**src/cart_pkg.sv**
```systemverilog
package cart_pkg;

    // Console bus widths
    localparam int cpu_addr_w = 16;
    localparam int ppu_addr_w = 14;
    localparam int data_w = 8;

    // Mapper slots
    localparam int map_cnt = 3;

    typedef logic [1:0] slot_t;

    localparam slot_t slot_launcher = 2'd0;
    localparam slot_t slot_nrom = 2'd1;
    localparam slot_t slot_uxrom = 2'd2;

    // CPU fetch of the reset vector low byte
    localparam logic [cpu_addr_w-1:0] reset_vector = 16'hFFFC;

    // High address bits forced to one for WRAM, a 128 KB window at the top
    localparam int wram_top_bits = 6;

endpackage

```
**src/cfg_pkg.sv**
```systemverilog
package cfg_pkg;

    // Register address carried with each configuration word
    localparam int reg_addr_w = 4;

    localparam logic [reg_addr_w-1:0] reg_mapper = 4'd0;
    localparam logic [reg_addr_w-1:0] reg_launcher = 4'd1;

    // Mapper select word
    typedef struct packed {
        logic [1:0] map_args;
        logic [4:0] size_log2;
        logic [4:0] slot;
    } mapper_cfg_t;

    // Launcher control word
    typedef struct packed {
        logic [9:0] pad;
        logic halt;
        logic buffer_num;
    } launcher_cfg_t;

    // One 12-bit word, read as either layout depending on the register address
    typedef union packed {
        mapper_cfg_t mapper;
        launcher_cfg_t launcher;
    } cfg_word_u;

endpackage

```
**src/map_bus.sv**
```systemverilog
`timescale 1ns/1ns

interface map_bus #(
    parameter int addr_bits = 23
) (
    input logic clk
);
    // Decoded console bus towards the mapper
    logic reset;
    logic m2_fall;
    logic [cart_pkg::cpu_addr_w-1:0] cpu_addr;
    logic [cart_pkg::data_w-1:0] cpu_data_in;
    logic cpu_rw;
    logic [cart_pkg::ppu_addr_w-1:0] ppu_addr;
    logic mirroring;

    // Flat memory addresses and strobes from the mapper
    logic [addr_bits-1:0] prg_addr;
    logic prg_oe;
    logic prg_we;
    logic wram_ce;
    logic [addr_bits-1:0] chr_addr;
    logic chr_ce;
    logic chr_oe;
    logic chr_we;
    logic ciram_a10;
    logic ciram_ce;
    logic [cart_pkg::data_w-1:0] cpu_data_out;
    logic custom_cpu_out;

    modport host (
        input clk,
        output reset, m2_fall, cpu_addr, cpu_data_in, cpu_rw, ppu_addr, mirroring,
        input prg_addr, prg_oe, prg_we, wram_ce, chr_addr, chr_ce, chr_oe, chr_we,
        input ciram_a10, ciram_ce, cpu_data_out, custom_cpu_out
    );

    modport mapper (
        input clk,
        input reset, m2_fall, cpu_addr, cpu_data_in, cpu_rw, ppu_addr, mirroring,
        output prg_addr, prg_oe, prg_we, wram_ce, chr_addr, chr_ce, chr_oe, chr_we,
        output ciram_a10, ciram_ce, cpu_data_out, custom_cpu_out
    );

endinterface

```
**src/map_ctrl.sv**
```systemverilog
`timescale 1ns/1ns

module map_ctrl (
    input  logic clk,
    input  logic cpu_reset,
    input  logic m2,
    input  logic [cart_pkg::cpu_addr_w-1:0] cpu_addr,
    input  logic cpu_rw,
    input  cfg_pkg::cfg_word_u wr_reg,
    input  logic [cfg_pkg::reg_addr_w-1:0] wr_reg_addr,
    input  logic wr_reg_changed,
    output logic m2_fall,
    output cart_pkg::slot_t select,
    output logic [cart_pkg::map_cnt-1:0] slot_reset,
    output logic [4:0] size_log2,
    output logic mirroring,
    output logic video_enable,
    output logic refresh,
    output logic [31:0] status
);
    cfg_pkg::mapper_cfg_t pending_cfg;
    cart_pkg::slot_t pending_slot;
    cart_pkg::slot_t select_reg;
    logic [4:0] size_reg;
    logic mirror_reg;
    logic load_pending;
    logic switching;
    logic [1:0] m2_sync;
    logic m2_last;
    logic [2:0] wr_sync;
    logic wr_event;
    logic [1:0] launcher_word;

    // Unknown slot numbers fall back to the launcher
    assign pending_slot = (pending_cfg.slot < cart_pkg::map_cnt) ?
                          cart_pkg::slot_t'(pending_cfg.slot) : cart_pkg::slot_launcher;

    // The new mapper already answers the reset vector fetch itself
    assign switching = load_pending && m2 && cpu_rw && (cpu_addr == cart_pkg::reset_vector);

    assign select = switching ? pending_slot : select_reg;
    assign size_log2 = switching ? pending_cfg.size_log2 : size_reg;
    assign mirroring = switching ? pending_cfg.map_args[0] : mirror_reg;

    always_comb begin
        for (int n = 0; n < cart_pkg::map_cnt; n++) begin
            slot_reset[n] = cpu_reset || (select != cart_pkg::slot_t'(n));
        end
    end

    assign wr_event = wr_sync[2] != wr_sync[1];

    always_ff @(posedge clk) begin
        if (cpu_reset) begin
            m2_sync <= '0;
            m2_last <= 1'b0;
            m2_fall <= 1'b0;
            wr_sync <= {3{wr_reg_changed}};
        end else begin
            m2_sync <= {m2_sync[0], m2};
            m2_last <= m2_sync[1];
            m2_fall <= m2_last && !m2_sync[1];
            wr_sync <= {wr_sync[1:0], wr_reg_changed};
        end
    end

    always_ff @(posedge clk) begin
        if (wr_event && wr_reg_addr == cfg_pkg::reg_mapper) begin
            pending_cfg <= wr_reg.mapper;
        end
    end

    always_ff @(posedge clk) begin
        if (cpu_reset) begin
            select_reg <= cart_pkg::slot_launcher;
            size_reg <= '0;
            mirror_reg <= 1'b0;
            load_pending <= 1'b0;
            launcher_word <= '0;
            video_enable <= 1'b0;
        end else begin
            if (wr_event && wr_reg_addr == cfg_pkg::reg_mapper) begin
                load_pending <= 1'b1;
            end else if (wr_event && wr_reg_addr == cfg_pkg::reg_launcher) begin
                launcher_word <= {wr_reg.launcher.halt, wr_reg.launcher.buffer_num};
                video_enable <= !wr_reg.launcher.halt;
            end

            if (switching) begin
                select_reg <= pending_slot;
                size_reg <= pending_cfg.size_log2;
                mirror_reg <= pending_cfg.map_args[0];
                load_pending <= 1'b0;
            end
        end
    end

    // Refresh runs once the CPU access has finished
    always_ff @(posedge clk) begin
        if (cpu_reset) begin
            refresh <= 1'b0;
            status <= '0;
        end else begin
            refresh <= m2_fall && (select_reg != cart_pkg::slot_launcher);
            if (m2_fall) begin
                status <= {29'd0, load_pending, launcher_word};
            end
        end
    end

endmodule

```
**src/mapper_nrom.sv**
```systemverilog
`timescale 1ns/1ns

module mapper_nrom #(
    parameter int addr_bits = 23
) (
    map_bus.mapper bus
);
    logic prg_sel;
    logic wram_sel;
    logic chr_sel;

    assign prg_sel = bus.cpu_addr[15];
    assign wram_sel = bus.cpu_addr[15:13] == 3'b011;
    assign chr_sel = !bus.ppu_addr[13];

    // 32 KB ROM at 0x8000, 8 KB WRAM at 0x6000
    assign bus.prg_addr = wram_sel ? addr_bits'(bus.cpu_addr[12:0]) :
                                     addr_bits'(bus.cpu_addr[14:0]);
    assign bus.prg_oe = (prg_sel || wram_sel) && bus.cpu_rw;
    assign bus.prg_we = wram_sel && !bus.cpu_rw;
    assign bus.wram_ce = wram_sel;

    assign bus.chr_addr = addr_bits'(bus.ppu_addr[12:0]);
    assign bus.chr_ce = chr_sel;
    assign bus.chr_oe = chr_sel;
    assign bus.chr_we = chr_sel;

    // Nametables in console RAM
    assign bus.ciram_ce = bus.ppu_addr[13];
    assign bus.ciram_a10 = bus.mirroring ? bus.ppu_addr[10] : bus.ppu_addr[11];

    assign bus.cpu_data_out = '0;
    assign bus.custom_cpu_out = 1'b0;

endmodule

```
**src/mapper_uxrom.sv**
```systemverilog
`timescale 1ns/1ns

module mapper_uxrom #(
    parameter int addr_bits = 23
) (
    map_bus.mapper bus
);
    localparam logic [cart_pkg::cpu_addr_w-1:0] bank_rd_addr = 16'h5000;

    logic [3:0] bank;
    logic [3:0] bank_field;
    logic prg_sel;
    logic wram_sel;
    logic reg_rd;
    logic chr_sel;

    // Bank select by any write to ROM space
    always_ff @(posedge bus.clk) begin
        if (bus.reset) begin
            bank <= '0;
        end else if (bus.m2_fall && !bus.cpu_rw && bus.cpu_addr[15]) begin
            bank <= bus.cpu_data_in[3:0];
        end
    end

    assign prg_sel = bus.cpu_addr[15];
    assign wram_sel = bus.cpu_addr[15:13] == 3'b011;
    assign reg_rd = (bus.cpu_addr == bank_rd_addr) && bus.cpu_rw;
    assign chr_sel = !bus.ppu_addr[13];

    // Upper half pinned to all ones, the size mask turns it into the last bank
    assign bank_field = bus.cpu_addr[14] ? 4'hF : bank;

    assign bus.prg_addr = wram_sel ? addr_bits'(bus.cpu_addr[12:0]) :
                                     addr_bits'({bank_field, bus.cpu_addr[13:0]});
    assign bus.prg_oe = (prg_sel || wram_sel || reg_rd) && bus.cpu_rw;
    assign bus.prg_we = wram_sel && !bus.cpu_rw;
    assign bus.wram_ce = wram_sel;

    assign bus.chr_addr = addr_bits'(bus.ppu_addr[12:0]);
    assign bus.chr_ce = chr_sel;
    assign bus.chr_oe = chr_sel;
    assign bus.chr_we = chr_sel;

    assign bus.ciram_ce = bus.ppu_addr[13];
    assign bus.ciram_a10 = bus.mirroring ? bus.ppu_addr[10] : bus.ppu_addr[11];

    // Bank readback for the menu
    assign bus.cpu_data_out = {4'd0, bank};
    assign bus.custom_cpu_out = reg_rd;

endmodule

```
**src/mapper_mux.sv**
```systemverilog
`timescale 1ns/1ns

module mapper_mux #(
    parameter int addr_bits = 23
) (
    map_bus.host buses [cart_pkg::map_cnt],
    input  cart_pkg::slot_t select,
    input  logic [4:0] size_log2,
    input  logic video_enable,
    input  logic m2,
    input  logic [cart_pkg::data_w-1:0] ppu_data_in,
    output logic [addr_bits-1:0] prg_addr,
    output logic prg_oe,
    output logic prg_we,
    output logic [addr_bits-1:0] chr_addr,
    output logic chr_oe,
    output logic chr_we,
    output logic ciram_a10,
    output logic ciram_ce,
    output logic cpu_oe,
    output logic [cart_pkg::data_w-1:0] cpu_data_out,
    output logic ppu_oe,
    output logic [cart_pkg::data_w-1:0] ppu_data_out
);
    localparam logic [addr_bits-1:0] wram_mask =
        {{cart_pkg::wram_top_bits{1'b1}}, {(addr_bits - cart_pkg::wram_top_bits){1'b0}}};

    logic [addr_bits-1:0] bus_prg_addr [cart_pkg::map_cnt];
    logic bus_prg_oe [cart_pkg::map_cnt];
    logic bus_prg_we [cart_pkg::map_cnt];
    logic bus_wram_ce [cart_pkg::map_cnt];
    logic [addr_bits-1:0] bus_chr_addr [cart_pkg::map_cnt];
    logic bus_chr_ce [cart_pkg::map_cnt];
    logic bus_chr_oe [cart_pkg::map_cnt];
    logic bus_chr_we [cart_pkg::map_cnt];
    logic bus_ciram_a10 [cart_pkg::map_cnt];
    logic bus_ciram_ce [cart_pkg::map_cnt];
    logic [cart_pkg::data_w-1:0] bus_cpu_data_out [cart_pkg::map_cnt];
    logic bus_custom_cpu_out [cart_pkg::map_cnt];

    logic [addr_bits-1:0] prg_mask;
    logic [addr_bits-1:0] chr_offset;

    // Per-slot copies of the mapper outputs
    for (genvar n = 0; n < cart_pkg::map_cnt; n++) begin : g_unpack
        assign bus_prg_addr[n] = buses[n].prg_addr;
        assign bus_prg_oe[n] = buses[n].prg_oe;
        assign bus_prg_we[n] = buses[n].prg_we;
        assign bus_wram_ce[n] = buses[n].wram_ce;
        assign bus_chr_addr[n] = buses[n].chr_addr;
        assign bus_chr_ce[n] = buses[n].chr_ce;
        assign bus_chr_oe[n] = buses[n].chr_oe;
        assign bus_chr_we[n] = buses[n].chr_we;
        assign bus_ciram_a10[n] = buses[n].ciram_a10;
        assign bus_ciram_ce[n] = buses[n].ciram_ce;
        assign bus_cpu_data_out[n] = buses[n].cpu_data_out;
        assign bus_custom_cpu_out[n] = buses[n].custom_cpu_out;
    end

    assign prg_mask = addr_bits'((32'd1 << size_log2) - 32'd1);
    assign chr_offset = (size_log2 == '0) ? '0 : addr_bits'(32'd1 << size_log2);

    assign prg_addr = bus_wram_ce[select] ? (bus_prg_addr[select] | wram_mask) :
                                            (bus_prg_addr[select] & prg_mask);

    // Strobes follow m2 so the level shifters turn around with the CPU
    assign prg_oe = bus_prg_oe[select] && m2 && !bus_custom_cpu_out[select];
    assign prg_we = bus_prg_we[select] && m2;
    assign cpu_oe = bus_prg_oe[select] && m2;
    assign cpu_data_out = bus_custom_cpu_out[select] ? bus_cpu_data_out[select] : '0;

    assign chr_addr = bus_chr_addr[select] | chr_offset;
    assign chr_oe = bus_chr_oe[select];
    assign chr_we = bus_chr_we[select];
    assign ciram_a10 = bus_ciram_a10[select];
    assign ciram_ce = bus_ciram_ce[select];

    // Launcher picture stays black until video is enabled
    assign ppu_oe = bus_chr_ce[select] && bus_chr_oe[select];
    assign ppu_data_out = (video_enable || select != cart_pkg::slot_launcher) ?
                          ppu_data_in : '0;

endmodule

```
**src/cart_top.sv**
```systemverilog
`timescale 1ns/1ns

module cart_top #(
    parameter int addr_bits = 23
) (
    input  logic clk,
    input  logic cpu_reset,
    input  logic m2,
    input  logic [cart_pkg::cpu_addr_w-1:0] cpu_addr,
    input  logic [cart_pkg::data_w-1:0] cpu_data_in,
    input  logic cpu_rw,
    input  logic ppu_rd,
    input  logic ppu_wr,
    input  logic [cart_pkg::ppu_addr_w-1:0] ppu_addr,
    input  logic [cart_pkg::data_w-1:0] ppu_data_in,
    input  logic [$bits(cfg_pkg::cfg_word_u)-1:0] wr_reg,
    input  logic [cfg_pkg::reg_addr_w-1:0] wr_reg_addr,
    input  logic wr_reg_changed,
    output logic [cart_pkg::data_w-1:0] cpu_data_out,
    output logic cpu_oe,
    output logic [cart_pkg::data_w-1:0] ppu_data_out,
    output logic ppu_oe,
    output logic ciram_a10,
    output logic ciram_ce,
    output logic [addr_bits-1:0] prg_addr,
    output logic prg_oe,
    output logic prg_we,
    output logic [addr_bits-1:0] chr_addr,
    output logic chr_oe,
    output logic chr_we,
    output logic refresh,
    output logic [31:0] status
);
    cfg_pkg::cfg_word_u cfg_word;
    cart_pkg::slot_t select;
    logic [cart_pkg::map_cnt-1:0] slot_reset;
    logic [4:0] size_log2;
    logic m2_fall;
    logic mirroring;
    logic video_enable;
    logic mux_chr_oe;
    logic mux_chr_we;

    assign cfg_word = wr_reg;

    map_bus #(.addr_bits(addr_bits)) mbus [cart_pkg::map_cnt] (.clk(clk));

    for (genvar n = 0; n < cart_pkg::map_cnt; n++) begin : g_bus
        assign mbus[n].reset = slot_reset[n];
        assign mbus[n].m2_fall = m2_fall;
        assign mbus[n].cpu_addr = cpu_addr;
        assign mbus[n].cpu_data_in = cpu_data_in;
        assign mbus[n].cpu_rw = cpu_rw;
        assign mbus[n].ppu_addr = ppu_addr;
        assign mbus[n].mirroring = mirroring;
    end

    map_ctrl u_ctrl (
        .clk(clk),
        .cpu_reset(cpu_reset),
        .m2(m2),
        .cpu_addr(cpu_addr),
        .cpu_rw(cpu_rw),
        .wr_reg(cfg_word),
        .wr_reg_addr(wr_reg_addr),
        .wr_reg_changed(wr_reg_changed),
        .m2_fall(m2_fall),
        .select(select),
        .slot_reset(slot_reset),
        .size_log2(size_log2),
        .mirroring(mirroring),
        .video_enable(video_enable),
        .refresh(refresh),
        .status(status)
    );

    mapper_nrom #(.addr_bits(addr_bits)) u_launcher (.bus(mbus[cart_pkg::slot_launcher]));
    mapper_nrom #(.addr_bits(addr_bits)) u_nrom (.bus(mbus[cart_pkg::slot_nrom]));
    mapper_uxrom #(.addr_bits(addr_bits)) u_uxrom (.bus(mbus[cart_pkg::slot_uxrom]));

    mapper_mux #(.addr_bits(addr_bits)) u_mux (
        .buses(mbus),
        .select(select),
        .size_log2(size_log2),
        .video_enable(video_enable),
        .m2(m2),
        .ppu_data_in(ppu_data_in),
        .prg_addr(prg_addr),
        .prg_oe(prg_oe),
        .prg_we(prg_we),
        .chr_addr(chr_addr),
        .chr_oe(mux_chr_oe),
        .chr_we(mux_chr_we),
        .ciram_a10(ciram_a10),
        .ciram_ce(ciram_ce),
        .cpu_oe(cpu_oe),
        .cpu_data_out(cpu_data_out),
        .ppu_oe(ppu_oe),
        .ppu_data_out(ppu_data_out)
    );

    // CHR memory strobes qualified by the PPU read and write lines
    assign chr_oe = mux_chr_oe && ppu_rd;
    assign chr_we = mux_chr_we && ppu_wr;

endmodule

```
**config.mk**
```make
export PLATFORM = sky130hd
export DESIGN_NAME = cart_top
export DESIGN_NICKNAME = d
export VERILOG_FILES = /design/src/cart_pkg.sv /design/src/cfg_pkg.sv /design/src/map_bus.sv /design/src/map_ctrl.sv /design/src/mapper_nrom.sv /design/src/mapper_uxrom.sv /design/src/mapper_mux.sv /design/src/cart_top.sv
export SDC_FILE = /design/constraint.sdc
export NUM_CORES = 1
export LEC_CHECK = 0
export BUFFER_PORTS_ARGS = -buffer_cell sky130_fd_sc_hd__buf_2
export CORE_MARGIN = 5
export CORE_UTILIZATION = 50
export CTS_BUF_LIST = sky130_fd_sc_hd__clkbuf_4 sky130_fd_sc_hd__clkbuf_8
export CTS_CLUSTER_DIAMETER = 120
export DETAILED_ROUTE_END_ITERATION = 16
export PLACE_DENSITY_LB_ADDON = 0.15
export SLEW_MARGIN = 10
export SYNTH_ARGS = -nofsm -noshare
export SYNTH_HDL_FRONTEND = slang
export SYNTH_SLANG_ARGS = --single-unit
```
**constraint.sdc**
```tcl
create_clock -name clk -period 4.6 [get_ports clk]
set_clock_uncertainty 0.05 [all_clocks]
set_input_delay 0.46 -clock clk [delete_from_list [all_inputs] [get_ports clk]]
set_output_delay 0.46 -clock clk [all_outputs]
set_load 0.05 [all_outputs]
```
==> results by group, run 1 <==
Logic synthesis
  • #FFs+latches synth: 38
  • Adder-cell share of the synthesized area: 0.00396
  • Number of synthesized flops with an enable pin: 11
  • Largest family of logic cells by synthesized area: simple AND/OR/NAND/NOR gates
  • Syn Area/Cell: 7.86 sq um
  • Sequential-to-total area share from yosys stat: 0.276
  • XOR/XNOR share of the synthesized area: 0.00832
  • Asr flop ratio synth: 0
  • Post-synthesis mux area share: 0.0824
  • Main flop type after synthesis: dfxtp_1
  • Post-Syn Area: 3160 sq um
  • Synth warn: 0
  • Compound-Gate Fraction of Synth Area: 0.158
  • Distinct cells, synth: 63
  • Cell count after synthesis: 402
  • Simple logic cell fraction of the synthesized area: 0.335

Run status
  • Status: finished, final reports clean

CTS
  • Clk_lat worst skew: 280 ps
  • CTS root buf: clkbuf_8
  • Max Root-Sink Buffers: 2
  • # Post-CTS Setup Buffers: 0
  • CTS Sinks: 38
  • CTS tree: built
  • H-tree depth: 2
  • Hold-fix buffers, CTS: 0
  • TritonCTS Buffers: 5
  • Worst-path clk slew: 70 ps
  • Resized cells post-CTS: 0

Placement
  • Placer congestion estimate: 0.979
  • # port buffers: 133
  • Pre-CTS setup slack: 685 ps
  • DP HPWL: 8240 um
  • DP Area: 3670 sq um

Drt
  • Wire length per cell: 16.7 um
  • Vias: 3321
  • Vias per Instance: 5.52
  • DRC violations left: 0
  • First-pass DRT Iterations: 5
  • Antenna-violating nets left: 0
  • Final wirelength: 10000 um
  • Iter 0 DRT Violations: 251

Critical path
  • Crit path from: cpu_addr[4]
  • Critical-path maximum fanout: 9
  • Crit end category: output pin
  • Reg2reg start: u_ctrl.load_pending$_SDFFE_PP0P_
  • Crit path kind: primary input to output pin
  • CP Launch Type: primary input
  • Worst EP arrival: 3420 ps
  • FF-to-FF setup slack: 2240 ps
  • Critical Path RT: 4090 ps

Die
  • Rows: 29
  • Starting Density: 0.506
  • I/O pin total: 172
  • Die height: 89.5 um
  • CORE AREA: 6240 sq um
  • Die width: 89.5 um
  • Die area: 8010 sq um

GRT
  • Largest net degree at the start of global routing: 30
  • Vias in the first global route: 3038
  • Initial antenna violation count: 0
  • Tot GR Track Use: 0.243
  • First-pass GRT wire length: 14900 um
  • Gr ovfl total: 0

Timing
  • Setup TNS: 0 ps
  • F_max: 0.255 GHz
  • Slew Viols, Final: 0
  • Worst Tran Pin Value: 1010 ps
  • Tcrit/Tclk final: 0.854
  • RSZ-0062 raised after global routing: no
  • Final setup margin: 673 ps
  • Final hold vios: 0
  • Final setup vio count: 0
  • Fin crit period: 3930 ps
  • Slew Limit Headroom: 0.324

Hold path
  • Hold Path Class: primary input to register
  • HP Start: wr_reg_changed

Layout
  • Synth-to-Final Area Change: 19.8%
  • Layout net count: 594
  • ANT cells: 0
  • Cell area after layout: 3790 sq um
  • Max reg flops: 11
  • Share of layout cells above drive strength 1: 0.330

Power and ir drop
  • Worst VDD drop: 0.293 mV
  • P per Cell Area: 220 nW/um^2
  • Leakage: 1.89 nW

Run
  • Max-cap violations: 0
[path summary, 6_finish.rpt]
| path | cells past startpoint | end |
|---|---|---|
| setup reg to reg | 7 | u_uxrom.bank[3]$_SDFFE_PP0P_ |
| hold / removal | 1 | u_ctrl.wr_sync[0]$_DFF_P_ |
| hold reg to reg | 1 | u_ctrl.m2_fall$_SDFF_PP0_ |
| setup / recovery | 13 | prg_addr[14] |
[cells in the mapped netlist, types with 2 or more instances]
cell / n / area share
nor3_4: 2 / 0.010
a211o_1: 2 / 0.0055
mux2i_1: 17 / 0.054
nand3_1: 8 / 0.013
nand2b_1: 4 / 0.0079
a311oi_1: 2 / 0.0055
nor3b_1: 6 / 0.014
buf_12: 2 / 0.013
and2_1: 16 / 0.032
and3_1: 8 / 0.016
nor2_1: 37 / 0.044
a22o_1: 3 / 0.0083
dfxtp_1: 27 / 0.17
nor2b_1: 9 / 0.018
buf_4: 37 / 0.088
o211ai_1: 2 / 0.0048
o21ai_0: 19 / 0.030
a21o_1: 5 / 0.012
a211oi_1: 2 / 0.0048
nand3b_1: 3 / 0.0071
or2_2: 3 / 0.0059
or3_1: 6 / 0.012
mux2_2: 8 / 0.029
nand2_1: 53 / 0.063
o21ai_2: 2 / 0.0055
o211a_1: 3 / 0.0095
a21oi_1: 23 / 0.036
or2b_1: 2 / 0.0048
buf_2: 2 / 0.0032
nand4_1: 8 / 0.016
clkbuf_1: 10 / 0.012
nor3_1: 19 / 0.030
nor4_1: 4 / 0.0079
inv_1: 6 / 0.0071
xnor2_1: 3 / 0.0083
edfxtp_1: 11 / 0.10
buf_6: 2 / 0.0071
[metal layers]
metal	global-route usage	share of wire	wire length, um	vias up
met5	0	0	0	-
met4	0.0988	0.025	248	0
met3	0.0350	0.080	801	21
met2	0.414	0.50	5010	153
met1	0.308	0.40	3970	1554
li1	-	-	-	1593
[metrics by stage]
stage,hold slack [ps],instances,power (W),utilization
4_1_cts,229,602,0.000840,0.607
3_5_place_dp,371,594,0.000560,0.588
3_3_place_gp,345,594,0.000558,0.588
5_1_grt,236,602,0.000868,0.607
2_1_floorplan,338,434,0.000531,-
6_report,238,602,0.000834,0.607
[worst max-delay path, stage by stage]
cell,delay (ps)
buf_2,100
nand4_1,170
nor3_4,430
and2_4,250
a21oi_1,60
buf_4,160
or2_2,310
ha_1,250
o211ai_2,160
nor3_4,100
or2b_1,250
a2111oi_2,360
buf_2,330
[cells in the final DEF (no fill, tap or decap), types with 3 or more instances in the layout]
master	n
or3_1	6
nor4_1	4
a21oi_1	23
nand3b_1	3
a22o_1	3
a21o_1	5
nor3b_1	6
inv_1	6
and2_1	16
dfxtp_1	27
nand2b_1	4
buf_4	5
mux2_2	8
nand2_1	53
nor3_1	19
conb_1	33
and3_1	8
nor2b_1	9
edfxtp_1	11
o211a_1	3
xnor2_1	3
mux2i_1	17
clkbuf_8	5
nand3_1	8
nor2_1	37
or2_2	3
o21ai_0	19
nand4_1	8
buf_2	133
[cell type report]
type	instances	area, sq um
clock buffers	7	83.8
clock inverters	1	30.0
fillers	579	2450
inverters	6	22.5
multi-input cells	335	1980
flip-flops and latches	38	871
well taps	77	96.3
repair buffers	138	703
[power by group]
group | internal, W | switching [W] | total, W
sequential | 0.000350 | 0.00000351 | 0.000353
clock | 0.000174 | 0.000107 | 0.000281
combinational | 0.0000446 | 0.000156 | 0.000200
[cell families (layout without fill, tap and decap cells)]
logic type | Yosys count | count (layout)
AOI/OAI and AO/OA | 74 | 74
xor gates and xnor gates | 3 | 3
adders and majority gates | 1 | 1
buffers and inverters | 61 | 152
DFF | 38 | 38
muxes | 25 | 25
other | 1 | 33
and+or+nand+nor | 199 | 199
(Power assumes the default switching activity.)
==> run 2: changes to the inputs <==
- RECOVER_POWER: default -> 100
==> run 2 against run 1 <==
Power shrank 0.33%. Register-to-register slack got worse by 120 ps. Clock power about the same. Critical path type unchanged. Critical endpoint is now cpu_oe. Largest cell class unchanged.
==> results by group, run 2 (synthesis gave the netlist of run 1 again) <==
Timing
  • WHS: 246 ps
  • Setup TNS: 0 ps
  • F_max: 0.241 GHz
  • Final setup margin: 452 ps
  • Slew Limit Headroom: 0.253
  • Final setup vio count: 0
  • Final hold vios: 0
  • Worst Tran Pin Value: 1120 ps
  • RSZ-0062 raised after global routing: no
  • Tcrit/Tclk final: 0.902
  • Slew Viols, Final: 0
  • Fin crit period: 4150 ps

GRT
  • First-pass GRT wire length: 14900 um
  • Initial antenna violation count: 0
  • Largest net degree at the start of global routing: 30
  • Gr ovfl total: 0
  • Tot GR Track Use: 0.243
  • Vias in the first global route: 3038

Layout
  • Layout net count: 594
  • ANT cells: 0
  • Most frequent cells in the layout: buf_2 (67), clkbuf_1 (62), nand2_1 (53)
  • Synth-to-Final Area Change: 17.0%
  • Utilization after layout: 0.592
  • Max reg flops: 11
  • Share of layout cells above drive strength 1: 0.206
  • # fillers: 615
  • Leading cell type in the layout, fill and taps excluded: buf_2

Drt
  • Final wirelength: 10100 um
  • Vias: 3296
  • Wire length per cell: 16.8 um
  • Highest routed layer: met4
  • M1 WL: 4010 um
  • Antenna-violating nets left: 0
  • Routed met3 length: 815 um
  • First-pass DRT Iterations: 5
  • Iter 0 DRT Violations: 247
  • Vias per Instance: 5.48
  • DRC violations left: 0
  • Met2 wire len: 5070 um

Power and ir drop
  • P per Cell Area: 225 nW/um^2
  • Worst VDD drop: 0.294 mV
  • Total design power: 0.000831 W
  • Leakage: 1.65 nW

Placement
  • Pre-CTS setup slack: 685 ps
  • Placer congestion estimate: 0.979
  • DP HPWL: 8240 um
  • # port buffers: 133

CTS
  • CTS Sinks: 38
  • CTS tree: built
  • Worst-path clk slew: 70 ps
  • Max Root-Sink Buffers: 2
  • TritonCTS Buffers: 5
  • Hold-fix buffers, CTS: 0
  • CTS root buf: clkbuf_8
  • # Post-CTS Setup Buffers: 0
  • Resized cells post-CTS: 0
  • H-tree depth: 2
  • Clk_lat worst skew: 280 ps

Die
  • CORE AREA: 6240 sq um
  • Die height: 89.5 um
  • Rows: 29
  • Die width: 89.5 um
  • Die area: 8010 sq um
  • I/O pin total: 172
  • Starting Density: 0.506

Hold path
  • Hold Path Class: primary input to register

Critical path
  • Worst EP arrival: 3640 ps
  • Crit end category: output pin
  • Critical-path maximum fanout: 28
  • Crit path kind: primary input to output pin
  • Critical Path RT: 4090 ps
  • CP Launch Type: primary input

Run status
  • Status: finished, final reports clean

Run
  • Max-cap violations: 0
-- run 2: critical path: stages --
cell      delay, ps
clkbuf_1        110
nand4_1         180
nor3_4          430
and2_0          310
buf_4           370
mux2i_1         520
nand2_4         150
nor4_4          380
o211a_1         230
clkbuf_1        480
-- run 2: metrics by stage --
stage / area (sq um) / instances
floorplan: 3280 / 434
global placement: 3670 / 594
detailed placement: 3670 / 594
CTS: 3790 / 602
global route: 3690 / 602
finish: 3690 / 602
-- run 2: layout make-up --
| class | instances | area (sq um) | share of cell area |
|---|---|---|---|
| clock buffers | 7 | 83.8 | 0.0227 |
| flip-flops and latches | 38 | 871 | 0.236 |
| clock inverters | 1 | 30.0 | 0.00813 |
| multi-input cells | 335 | 1970 | 0.533 |
| well taps | 77 | 96.3 | 0.0261 |
| repair buffers | 138 | 621 | 0.168 |
| inverters | 6 | 22.5 | 0.00610 |
-- run 2: path summary, 6_finish.rpt --
| check | from | to | slack, ps | depth (start not counted) |
|---|---|---|---|---|
| worst max-delay path | cpu_addr[5] | cpu_oe | 450 | 10 |
| worst min-delay path | wr_reg_changed | u_ctrl.wr_sync[0]$_DFF_P_ | 250 | 1 |
| worst max register to register | u_ctrl.load_pending$_SDFFE_PP0P_ | u_uxrom.bank[3]$_SDFFE_PP0P_ | 2120 | 7 |
| worst min register to register | u_ctrl.m2_sync[1]$_SDFF_PP0_ | u_ctrl.m2_fall$_SDFF_PP0_ | 380 | 1 |
-- run 2: power by group --
group / internal [W] / switching (W) / leakage (nW)
clock network: 0.000174 / 0.000108 / 0.0593
logic: 0.0000404 / 0.000156 / 1.27
registers: 0.000350 / 0.00000350 / 0.319
-- run 2: layer usage --
layer  GRT usage  vias to the layer above
met5           0                        -
met4      0.0988                        0
met3      0.0350                       19
met2       0.414                      153
met1       0.308                     1533
li1            -                     1591
==> run 3: changes to the inputs <==
- CORE_MARGIN: 5 -> default
- CORE_UTILIZATION: 50 -> default
- PLACE_DENSITY_LB_ADDON: 0.15 -> default
- SYNTH_HIERARCHICAL: default -> 1
==> run 3 against run 2 <==
The flow now stops in 1_2_yosys.
==> results by group, run 3 <==
Logic synthesis
  • Synth warn: 0
  • Sequential-to-total area share from yosys stat: 0.136
  • Most frequent cells after synthesis: buf_4 (319), nor2_1 (87), a21oi_1 (73)
  • Yosys stat cell total: 864
  • Largest area contributor in the netlist: buf_4
  • Yosys stat area: 6420 sq um
  • Post-synth top area share: 0.373
  • #FFs+latches synth: 38
  • Number of synthesized flops with an enable pin: 11
  • Top post-synthesis cells by area: buf_4 (37%), mux2i_1 (11%), dfxtp_1 (8.4%)
  • Top-count cell post-synth: buf_4
  • Asr flop ratio synth: 0
  • Main flop type after synthesis: dfxtp_1
  • Distinct cells, synth: 63

Run status
  • Err: ERROR: Found 44 problems in 'check -assert'.
  • Failed at: 1_2_yosys
  • Status: aborted with a tool error
-- run 3: cell count changes after synthesis, sizes merged, moves of 9 or more --
cell / change
nor2b: +9
o21ai: +20
mux2i: +55
nor2: +50
nand2: -19
nor3: -12
a21oi: +51
and2: -10
buf: +303
-- run 3: cell families after synthesis --
| family | Yosys count | share of synthesized area |
|---|---|---|
| and+or+nand+nor | 210 | 0.167 |
| xor gates and xnor gates | 2 | 0.00273 |
| AOI/OAI and AO/OA | 164 | 0.155 |
| buffers and inverters | 368 | 0.414 |
| DFF | 38 | 0.136 |
| muxes | 76 | 0.120 |
| other | 5 | 0.00292 |
| adders and majority gates | 1 | 0.00195 |
